## src/verilog/xbar_config.svh

```systemverilog
`ifndef XBAR_CONFIG_SVH
`define XBAR_CONFIG_SVH

// Port counts of the crossbar
`define XBAR_NUM_INIT 2
`define XBAR_NUM_TGT  2

// Field widths of a request
`define XBAR_ADDR_W 16
`define XBAR_DATA_W 32

`endif

```

## src/verilog/xbar_pkg.sv

```systemverilog
`include "xbar_config.svh"

package xbar_pkg;

  // One extra index value selects the internal error target
  typedef logic [$clog2(`XBAR_NUM_TGT + 1)-1:0] tgt_idx_t;

  // Kept at one bit or wider so a single initiator still has a valid index
  typedef logic [((`XBAR_NUM_INIT > 1) ? $clog2(`XBAR_NUM_INIT) : 1)-1:0] init_idx_t;

  // Single-beat request
  typedef struct packed {
    logic                    write;
    logic [`XBAR_ADDR_W-1:0] addr;
    logic [`XBAR_DATA_W-1:0] wdata;
  } req_t;

  // Response to any request
  typedef struct packed {
    logic [`XBAR_DATA_W-1:0] rdata;
    logic                    err;
  } rsp_t;

  // Address map entry, last address is inclusive
  typedef struct packed {
    tgt_idx_t                idx;
    logic [`XBAR_ADDR_W-1:0] start_addr;
    logic [`XBAR_ADDR_W-1:0] end_addr;
  } rule_t;

endpackage

```

## src/verilog/xbar_bus_if.sv

```systemverilog
`timescale 1ns/1ps

interface xbar_bus_if;

  // Request channel
  logic           req_valid;
  logic           req_ready;
  xbar_pkg::req_t req;

  // Response channel
  logic           rsp_valid;
  logic           rsp_ready;
  xbar_pkg::rsp_t rsp;

  modport initiator (
    output req_valid,
    input  req_ready,
    output req,
    input  rsp_valid,
    output rsp_ready,
    input  rsp
  );

  modport target (
    input  req_valid,
    output req_ready,
    input  req,
    output rsp_valid,
    input  rsp_ready,
    output rsp
  );

endinterface

```

## src/verilog/addr_decode.sv

```systemverilog
`timescale 1ns/1ps
`include "xbar_config.svh"

module addr_decode (
  input  logic [`XBAR_ADDR_W-1:0]                   addr_i,
  input  xbar_pkg::rule_t [`XBAR_NUM_TGT-1:0]       addr_map_i,
  input  logic                                      en_default_i,
  input  xbar_pkg::tgt_idx_t                        default_tgt_i,
  output xbar_pkg::tgt_idx_t                        idx_o
);

  logic match;

  always_comb begin
    match = 1'b0;
    idx_o = xbar_pkg::tgt_idx_t'(`XBAR_NUM_TGT); // Error target unless a rule hits
    // Lowest matching rule takes precedence
    for (int r = 0; r < `XBAR_NUM_TGT; r++) begin
      if (!match &&
          addr_i >= addr_map_i[r].start_addr &&
          addr_i <= addr_map_i[r].end_addr) begin
        match = 1'b1;
        idx_o = addr_map_i[r].idx;
      end
    end
    if (!match && en_default_i) begin
      idx_o = default_tgt_i; // Fall back to the initiator's default
    end
  end

endmodule

```

## src/verilog/chan_slice.sv

```systemverilog
`timescale 1ns/1ps

module chan_slice #(
  parameter type payload_t = logic
) (
  input  logic     clk_i,
  input  logic     rst_i,
  input  logic     in_valid_i,
  output logic     in_ready_o,
  input  payload_t in_data_i,
  output logic     out_valid_o,
  input  logic     out_ready_i,
  output payload_t out_data_o
);

  logic     full_q;
  payload_t data_q;

  // Free slot, or the held item leaves this cycle
  assign in_ready_o  = !full_q || out_ready_i;
  assign out_valid_o = full_q;
  assign out_data_o  = data_q;

  always_ff @(posedge clk_i) begin
    if (rst_i) begin
      full_q <= 1'b0;
    end else if (in_valid_i && in_ready_o) begin
      full_q <= 1'b1;
    end else if (out_ready_i) begin
      full_q <= 1'b0; // Drained without a refill
    end
  end

  always_ff @(posedge clk_i) begin
    if (in_valid_i && in_ready_o) begin
      data_q <= in_data_i;
    end
  end

endmodule

```

## src/verilog/err_target.sv

```systemverilog
`timescale 1ns/1ps

module err_target (
  input  logic              clk_i,
  input  logic              rst_i,
  xbar_bus_if.target        bus
);

  logic full_q;

  // Accept only while no error response is pending
  assign bus.req_ready = !full_q;
  assign bus.rsp_valid = full_q;
  assign bus.rsp       = '{rdata: '0, err: 1'b1};

  always_ff @(posedge clk_i) begin
    if (rst_i) begin
      full_q <= 1'b0;
    end else if (bus.req_valid && !full_q) begin
      full_q <= 1'b1; // Response shows up on the next cycle
    end else if (bus.rsp_ready) begin
      full_q <= 1'b0;
    end
  end

endmodule

```

## src/verilog/xbar_ctrl.sv

```systemverilog
`timescale 1ns/1ps
`include "xbar_config.svh"

module xbar_ctrl (
  input  logic                                  clk_i,
  input  logic                                  rst_i,
  input  xbar_pkg::rule_t [`XBAR_NUM_TGT-1:0]   addr_map_i,
  input  logic [`XBAR_NUM_INIT-1:0]             en_default_i,
  input  xbar_pkg::tgt_idx_t [`XBAR_NUM_INIT-1:0] default_tgt_i,
  xbar_bus_if.target                            init_bus [`XBAR_NUM_INIT],
  xbar_bus_if.initiator                         tgt_bus [`XBAR_NUM_TGT + 1]
);

  localparam int NUM_INIT  = `XBAR_NUM_INIT;
  localparam int NUM_PORTS = `XBAR_NUM_TGT + 1; // Last port is the error target

  // Initiator side, flattened
  logic [NUM_INIT-1:0]                     in_req_valid, in_req_ready;
  logic [NUM_INIT-1:0]                     in_rsp_valid, in_rsp_ready;
  xbar_pkg::req_t [NUM_INIT-1:0]           in_req;
  xbar_pkg::rsp_t [NUM_INIT-1:0]           in_rsp;
  xbar_pkg::tgt_idx_t [NUM_INIT-1:0]       dec_idx;
  logic [NUM_INIT-1:0]                     cand_req;

  // Target side, flattened
  logic [NUM_PORTS-1:0]                    out_req_valid, out_req_ready;
  logic [NUM_PORTS-1:0]                    out_rsp_valid, out_rsp_ready;
  xbar_pkg::req_t [NUM_PORTS-1:0]          out_req;
  xbar_pkg::rsp_t [NUM_PORTS-1:0]          out_rsp;

  logic [NUM_PORTS-1:0]                    grant_valid, req_hs, rsp_hs;
  xbar_pkg::init_idx_t [NUM_PORTS-1:0]     grant_idx;

  // Ownership and arbitration state
  logic [NUM_INIT-1:0]                     init_busy_q;
  logic [NUM_PORTS-1:0]                    tgt_busy_q;
  xbar_pkg::init_idx_t [NUM_PORTS-1:0]     owner_q;
  xbar_pkg::init_idx_t [NUM_PORTS-1:0]     rr_ptr_q;

  for (genvar i = 0; i < NUM_INIT; i++) begin : gen_init
    assign in_req_valid[i]       = init_bus[i].req_valid;
    assign in_req[i]             = init_bus[i].req;
    assign in_rsp_ready[i]       = init_bus[i].rsp_ready;
    assign init_bus[i].req_ready = in_req_ready[i];
    assign init_bus[i].rsp_valid = in_rsp_valid[i];
    assign init_bus[i].rsp       = in_rsp[i];
    assign cand_req[i]           = in_req_valid[i] && !init_busy_q[i]; // One outstanding each

    addr_decode u_dec (
      .addr_i        (init_bus[i].req.addr),
      .addr_map_i    (addr_map_i),
      .en_default_i  (en_default_i[i]),
      .default_tgt_i (default_tgt_i[i]),
      .idx_o         (dec_idx[i])
    );
  end

  for (genvar t = 0; t < NUM_PORTS; t++) begin : gen_tgt
    assign tgt_bus[t].req_valid = out_req_valid[t];
    assign tgt_bus[t].req       = out_req[t];
    assign tgt_bus[t].rsp_ready = out_rsp_ready[t];
    assign out_req_ready[t]     = tgt_bus[t].req_ready;
    assign out_rsp_valid[t]     = tgt_bus[t].rsp_valid;
    assign out_rsp[t]           = tgt_bus[t].rsp;
  end

  // Round-robin pick per idle target, starting at its pointer
  always_comb begin
    int cand;
    for (int t = 0; t < NUM_PORTS; t++) begin
      grant_valid[t] = 1'b0;
      grant_idx[t]   = rr_ptr_q[t];
      for (int k = 0; k < NUM_INIT; k++) begin
        cand = int'(rr_ptr_q[t]) + k;
        if (cand >= NUM_INIT) begin
          cand = cand - NUM_INIT;
        end
        if (!grant_valid[t] && !tgt_busy_q[t] && cand_req[cand] &&
            dec_idx[cand] == xbar_pkg::tgt_idx_t'(t)) begin
          grant_valid[t] = 1'b1;
          grant_idx[t]   = xbar_pkg::init_idx_t'(cand);
        end
      end
    end
  end

  // Request routing, ready goes back to the granted initiator only
  always_comb begin
    in_req_ready = '0;
    for (int t = 0; t < NUM_PORTS; t++) begin
      out_req_valid[t] = grant_valid[t];
      out_req[t]       = in_req[grant_idx[t]];
      req_hs[t]        = grant_valid[t] && out_req_ready[t];
      if (req_hs[t]) begin
        in_req_ready[grant_idx[t]] = 1'b1;
      end
    end
  end

  // Responses follow the recorded owner
  always_comb begin
    in_rsp_valid = '0;
    in_rsp       = '0;
    for (int t = 0; t < NUM_PORTS; t++) begin
      out_rsp_ready[t] = tgt_busy_q[t] && in_rsp_ready[owner_q[t]];
      rsp_hs[t]        = out_rsp_valid[t] && out_rsp_ready[t];
      if (tgt_busy_q[t] && out_rsp_valid[t]) begin
        in_rsp_valid[owner_q[t]] = 1'b1;
        in_rsp[owner_q[t]]       = out_rsp[t];
      end
    end
  end

  always_ff @(posedge clk_i) begin
    if (rst_i) begin
      init_busy_q <= '0;
      tgt_busy_q  <= '0;
      owner_q     <= '0;
      rr_ptr_q    <= '0; // Initiator 0 first
    end else begin
      for (int t = 0; t < NUM_PORTS; t++) begin
        if (req_hs[t]) begin
          tgt_busy_q[t]               <= 1'b1;
          owner_q[t]                  <= grant_idx[t];
          init_busy_q[grant_idx[t]]   <= 1'b1;
          // Granted initiator drops to lowest priority
          if (grant_idx[t] == xbar_pkg::init_idx_t'(NUM_INIT - 1)) begin
            rr_ptr_q[t] <= '0;
          end else begin
            rr_ptr_q[t] <= grant_idx[t] + 1'b1;
          end
        end else if (rsp_hs[t]) begin
          tgt_busy_q[t]             <= 1'b0;
          init_busy_q[owner_q[t]]   <= 1'b0;
        end
      end
    end
  end

endmodule

```

## src/verilog/xbar_top.sv

```systemverilog
`timescale 1ns/1ps
`include "xbar_config.svh"

module xbar_top (
  input  logic                                      clk_i,
  input  logic                                      rst_i,
  // Initiator ports
  input  logic [`XBAR_NUM_INIT-1:0]                 init_req_valid_i,
  output logic [`XBAR_NUM_INIT-1:0]                 init_req_ready_o,
  input  xbar_pkg::req_t [`XBAR_NUM_INIT-1:0]       init_req_i,
  output logic [`XBAR_NUM_INIT-1:0]                 init_rsp_valid_o,
  input  logic [`XBAR_NUM_INIT-1:0]                 init_rsp_ready_i,
  output xbar_pkg::rsp_t [`XBAR_NUM_INIT-1:0]       init_rsp_o,
  // Target ports
  output logic [`XBAR_NUM_TGT-1:0]                  tgt_req_valid_o,
  input  logic [`XBAR_NUM_TGT-1:0]                  tgt_req_ready_i,
  output xbar_pkg::req_t [`XBAR_NUM_TGT-1:0]        tgt_req_o,
  input  logic [`XBAR_NUM_TGT-1:0]                  tgt_rsp_valid_i,
  output logic [`XBAR_NUM_TGT-1:0]                  tgt_rsp_ready_o,
  input  xbar_pkg::rsp_t [`XBAR_NUM_TGT-1:0]        tgt_rsp_i,
  // Address map and default routing
  input  xbar_pkg::rule_t [`XBAR_NUM_TGT-1:0]       addr_map_i,
  input  logic [`XBAR_NUM_INIT-1:0]                 en_default_i,
  input  xbar_pkg::tgt_idx_t [`XBAR_NUM_INIT-1:0]   default_tgt_i
);

  xbar_bus_if init_bus [`XBAR_NUM_INIT] ();
  xbar_bus_if tgt_bus [`XBAR_NUM_TGT + 1] (); // Extra entry feeds the error target

  for (genvar i = 0; i < `XBAR_NUM_INIT; i++) begin : gen_init_port
    chan_slice #(.payload_t(xbar_pkg::req_t)) u_req_slice (
      .clk_i       (clk_i),
      .rst_i       (rst_i),
      .in_valid_i  (init_req_valid_i[i]),
      .in_ready_o  (init_req_ready_o[i]),
      .in_data_i   (init_req_i[i]),
      .out_valid_o (init_bus[i].req_valid),
      .out_ready_i (init_bus[i].req_ready),
      .out_data_o  (init_bus[i].req)
    );

    chan_slice #(.payload_t(xbar_pkg::rsp_t)) u_rsp_slice (
      .clk_i       (clk_i),
      .rst_i       (rst_i),
      .in_valid_i  (init_bus[i].rsp_valid),
      .in_ready_o  (init_bus[i].rsp_ready),
      .in_data_i   (init_bus[i].rsp),
      .out_valid_o (init_rsp_valid_o[i]),
      .out_ready_i (init_rsp_ready_i[i]),
      .out_data_o  (init_rsp_o[i])
    );
  end

  for (genvar t = 0; t < `XBAR_NUM_TGT; t++) begin : gen_tgt_port
    chan_slice #(.payload_t(xbar_pkg::req_t)) u_req_slice (
      .clk_i       (clk_i),
      .rst_i       (rst_i),
      .in_valid_i  (tgt_bus[t].req_valid),
      .in_ready_o  (tgt_bus[t].req_ready),
      .in_data_i   (tgt_bus[t].req),
      .out_valid_o (tgt_req_valid_o[t]),
      .out_ready_i (tgt_req_ready_i[t]),
      .out_data_o  (tgt_req_o[t])
    );

    chan_slice #(.payload_t(xbar_pkg::rsp_t)) u_rsp_slice (
      .clk_i       (clk_i),
      .rst_i       (rst_i),
      .in_valid_i  (tgt_rsp_valid_i[t]),
      .in_ready_o  (tgt_rsp_ready_o[t]),
      .in_data_i   (tgt_rsp_i[t]),
      .out_valid_o (tgt_bus[t].rsp_valid),
      .out_ready_i (tgt_bus[t].rsp_ready),
      .out_data_o  (tgt_bus[t].rsp)
    );
  end

  xbar_ctrl u_ctrl (
    .clk_i         (clk_i),
    .rst_i         (rst_i),
    .addr_map_i    (addr_map_i),
    .en_default_i  (en_default_i),
    .default_tgt_i (default_tgt_i),
    .init_bus      (init_bus),
    .tgt_bus       (tgt_bus)
  );

  // Catches decode misses
  err_target u_err (
    .clk_i (clk_i),
    .rst_i (rst_i),
    .bus   (tgt_bus[`XBAR_NUM_TGT])
  );

endmodule
```

## config.mk

```make
export PLATFORM = sky130hd
export DESIGN_NAME = xbar_top
export DESIGN_NICKNAME = d
export VERILOG_FILES = /design/src/verilog/xbar_pkg.sv /design/src/verilog/xbar_bus_if.sv /design/src/verilog/addr_decode.sv /design/src/verilog/chan_slice.sv /design/src/verilog/err_target.sv /design/src/verilog/xbar_ctrl.sv /design/src/verilog/xbar_top.sv
export VERILOG_INCLUDE_DIRS = /design/src /design/src/verilog
export SDC_FILE = /design/constraint.sdc
export NUM_CORES = 1
export LEC_CHECK = 0
export BUFFER_PORTS_ARGS = -buffer_cell sky130_fd_sc_hd__buf_4
export CORE_ASPECT_RATIO = 0.75
export CORE_MARGIN = 2
export CORE_UTILIZATION = 49
export CTS_CLUSTER_SIZE = 16
export DETAILED_ROUTE_END_ITERATION = 12
export PLACE_DENSITY = 0.79
export REMOVE_ABC_BUFFERS = 1
export SLEW_MARGIN = 20
export SYNTH_ARGS = -nofsm -noshare
export SYNTH_HDL_FRONTEND = slang
export SYNTH_SLANG_ARGS = --single-unit
```

## constraint.sdc

```tcl
create_clock -name clk_i -period 7.9 [get_ports clk_i]
set_input_delay 1.58 -clock clk_i [delete_from_list [all_inputs] [get_ports clk_i]]
set_output_delay 1.58 -clock clk_i [all_outputs]
set_load 0.01 [all_outputs]
```

==> out/metrics.cfg <==
[yosys]
synth_cell_types=67
async_reset_ff_share_pct=0
yosys.area.top_type=edfxtp_1
synth_area_leaders=edfxtp_1 58%, ha_1 9.5%, o211ai_1 4.5%
synth_top_area_share_pct=58.2
synth.avg_cell_area_um2=12.6
synth.most_common_cell=edfxtp_1
synthFlopType=edfxtp_1
synth_area_um2=16900
ys_ff_latch=348
synth-seq-area-share_pct=60.5
synth_edf_count=328
yosysWarnings=0
yosys-top-cells-count=328 x edfxtp_1, 140 x nand2_1, 128 x ha_1
postSynthCellCount=1349

[min_path]
min_path_type=flip-flop to flip-flop

[sta]
finalSetupViolCount=0
slew_viol_final=0
fmax_ghz=0.150
finClkSkew_ns=0.0178
final-hold-violation-count=0
holdWs_ns=0.522
slew-limit-headroom_pct=27.2
tightest_slew_ns=1.09
finalWorstSetupSlack_ns=1.24
fin_crit_sh_pct=84.3
grt_setup_unrepaired=no
min_period_ns=6.66
setup_tns_ns=0

[run_status]
outcome=complete, no violations

[die]
rows=58
core_area_um2=33800
ios=420
initial_core_util_pct=50.1
die_width_um=219
fp.dieArea_um2=36100
die_y_um=165

[cts]
cts_setup_buffers=0
root_buffer=clkbuf_16
worstSkewPairLatency_ns=0.53
clock_sinks=348
cts_htree_levels=2
numCtsBuffers=37
cts_max_path_buffers=3
cts_hold_buf=0
post_cts_resize_count=0
cts_tree=yes
path_clk_slew_ns=0.06

[cells_and_area]
multiInputGateArea_um2=6150
drive_gt1_share_pct=31.7
fin_util_pct=64.6
seq_area_um2=10300
fill_cells=2535
nets=2137
stdcell_area_um2=21800
area_growth_pct=28.9

[place]
place_area_um2=20600
place_ws_ns=1.35
dp_hpwl_mm=38.6
place_congestion=0.909
io_buffer_count=419

[critical_path]
worst-r2r-setup-slack_ns=2.58
cp_slowest_cell=nor4_1
critPathLaunchType=input pin
required_ns=6.32
cp.depth=13
rr_startpoint=gen_init_port[0].u_req_slice.out_data_o[47]
worstSetupPathType=input pin to output port
cp_cell_sequence=buf_4, inv_1, ha_1, nand4_1, nor4_1, a21boi_0, o31ai_1, a2111oi_0, a311o_1, a311oi_1, nor2b_1, nand2_1, buf_4
path_max_fanout=6
cp_top_family=compound AO/OA/AOI/OAI gates
crit_path_end=init_req_ready_o[1]
worst_r2r_endpoint=gen_init_port[0].u_req_slice.out_data_o[0]
cp.buffers_inverters=3
critPathLaunch=addr_map_i[47]
reg2reg_depth=11
end_kind=output port
critPathMaxStageDelay_ns=0.47
crit_arrival_ns=5.08
crit_top_cell=buf_4

[power]
powerDensity_nw_per_um2=243
ir_worst_vdd_mv=0.175
cellLeakagePower_uw=0.00899

[routing]
drt_wl_total_mm=54.8
drc_errors=0
drt_iter0_drc=1400
detail_route.vias_per_cell=6.03
dr.pass1.iters=8
vias=13500
ant_nets=0
wire_per_inst_um=24.5

[run]
drv_cap=0

[global_route]
use_met1_pct=41.2
grt_max_degree=52
top_usage_layer=met2
grt_usage_pct=29.7
grt_pass1_vias=13400
met3_usage_pct=6.15
grt_antenna_before_repair=2
grtUsageMet2_pct=46.0
grt-ovfl-total=0
grt_pass1_wl_mm=79.6

==> sequential cells by signal, summed over array words and instances, names as in the netlist <==
signal	cells
gen_tgt_port.u_req_slice.out_valid_o	2
gen_init_port.u_req_slice.out_data_o	98
gen_tgt_port.u_rsp_slice.out_valid_o	2
gen_init_port.u_req_slice.out_valid_o	2
gen_init_port.u_rsp_slice.out_valid_o	2
u_err.bus.rsp_valid	1
gen_tgt_port.u_rsp_slice.out_data_o	66
u_ctrl.owner_q	3
u_ctrl.tgt_busy_q	3
gen_tgt_port.u_req_slice.out_data_o	98
gen_init_port.u_rsp_slice.out_data_o	66
u_ctrl.rr_ptr_q	3
u_ctrl.init_busy_q	2
==> tightest hold or removal path: stages, from the launching register on <==
cell and delay (ns):
dfxtp_1 0.33, inv_1 0.08, a21oi_1 0.07
==> power breakdown <==
part	switching [uW]	internal (uW)	leakage [uW]
logic	662	462	0.00506
clock network	739	1020	0.000583
registers	126	2290	0.00335
total	1530	3770	0.00899
==> kinds of logic (layout without fill, tap and decap cells) <==
kind of cell	after synthesis	count (layout)	synth area share, %
compound gates	340	340	14.2
simple gates	331	331	8.56
mux	50	50	3.51
buf+inv	152	591	3.80
fa+ha+maj	128	128	9.46
flops	348	348	60.5
other cells	0	2	0
==> worst min-delay path by stage <==
stage                           start                 to  slack, ns  cells after the start
detailed placement  u_ctrl.owner_q[0]  u_ctrl.owner_q[0]       0.51                      2
global route        u_ctrl.owner_q[0]  u_ctrl.owner_q[0]       0.56                      2
CTS                 u_ctrl.owner_q[0]  u_ctrl.owner_q[0]       0.52                      2
floorplan           u_ctrl.owner_q[0]  u_ctrl.owner_q[0]       0.47                      2
global placement    u_ctrl.owner_q[0]  u_ctrl.owner_q[0]       0.48                      2
finish              u_ctrl.owner_q[0]  u_ctrl.owner_q[0]       0.52                      2
==> layer usage <==
metal  part of all wire (%)  vias up  routed length (um)
li1                       -     5978                   -
met2                     46      870               25000
met3                     10      140                5690
met4                    3.7        0                2020
met5                      0        -                   0
met1                     40     6528               22100
==> final cells by class <==
class,count,share of cell area (%)
diodes,2,0.0229
clock buffers,42,4.42
clock inverters,24,1.11
inverters,85,1.46
multi-input cells,849,28.2
flip-flops and latches,348,47.0
well taps,450,2.58
repair buffers,440,15.3
==> per-stage QoR <==
step,power [uW],instances
4_1_cts,5300,2236
3_5_place_dp,3550,2170
6_report,5300,2240
2_1_floorplan,3010,1282
3_3_place_gp,3510,2170
5_1_grt,5500,2239
==> placed cells by master (no fill, tap or decap), drive strengths merged, types with 4 or more instances in the layout <==
cell / instances
a211oi: 4
a21boi: 5
a21o: 10
a21oi: 62
a221oi: 5
a22oi: 65
a311oi: 4
and3: 6
buf: 440
bufinv: 4
clkbuf: 42
clkinv: 14
clkinvlp: 4
dfxtp: 20
edfxtp: 328
ha: 128
inv: 87
mux2: 48
nand2: 140
nand2b: 7
nand3: 17
nand4: 20
nor2: 103
nor2b: 12
nor3: 9
nor3b: 5
o211ai: 101
o21a: 12
o21ai: 30
or4: 4
No activity file was read; power rests on OpenSTA's default activity.
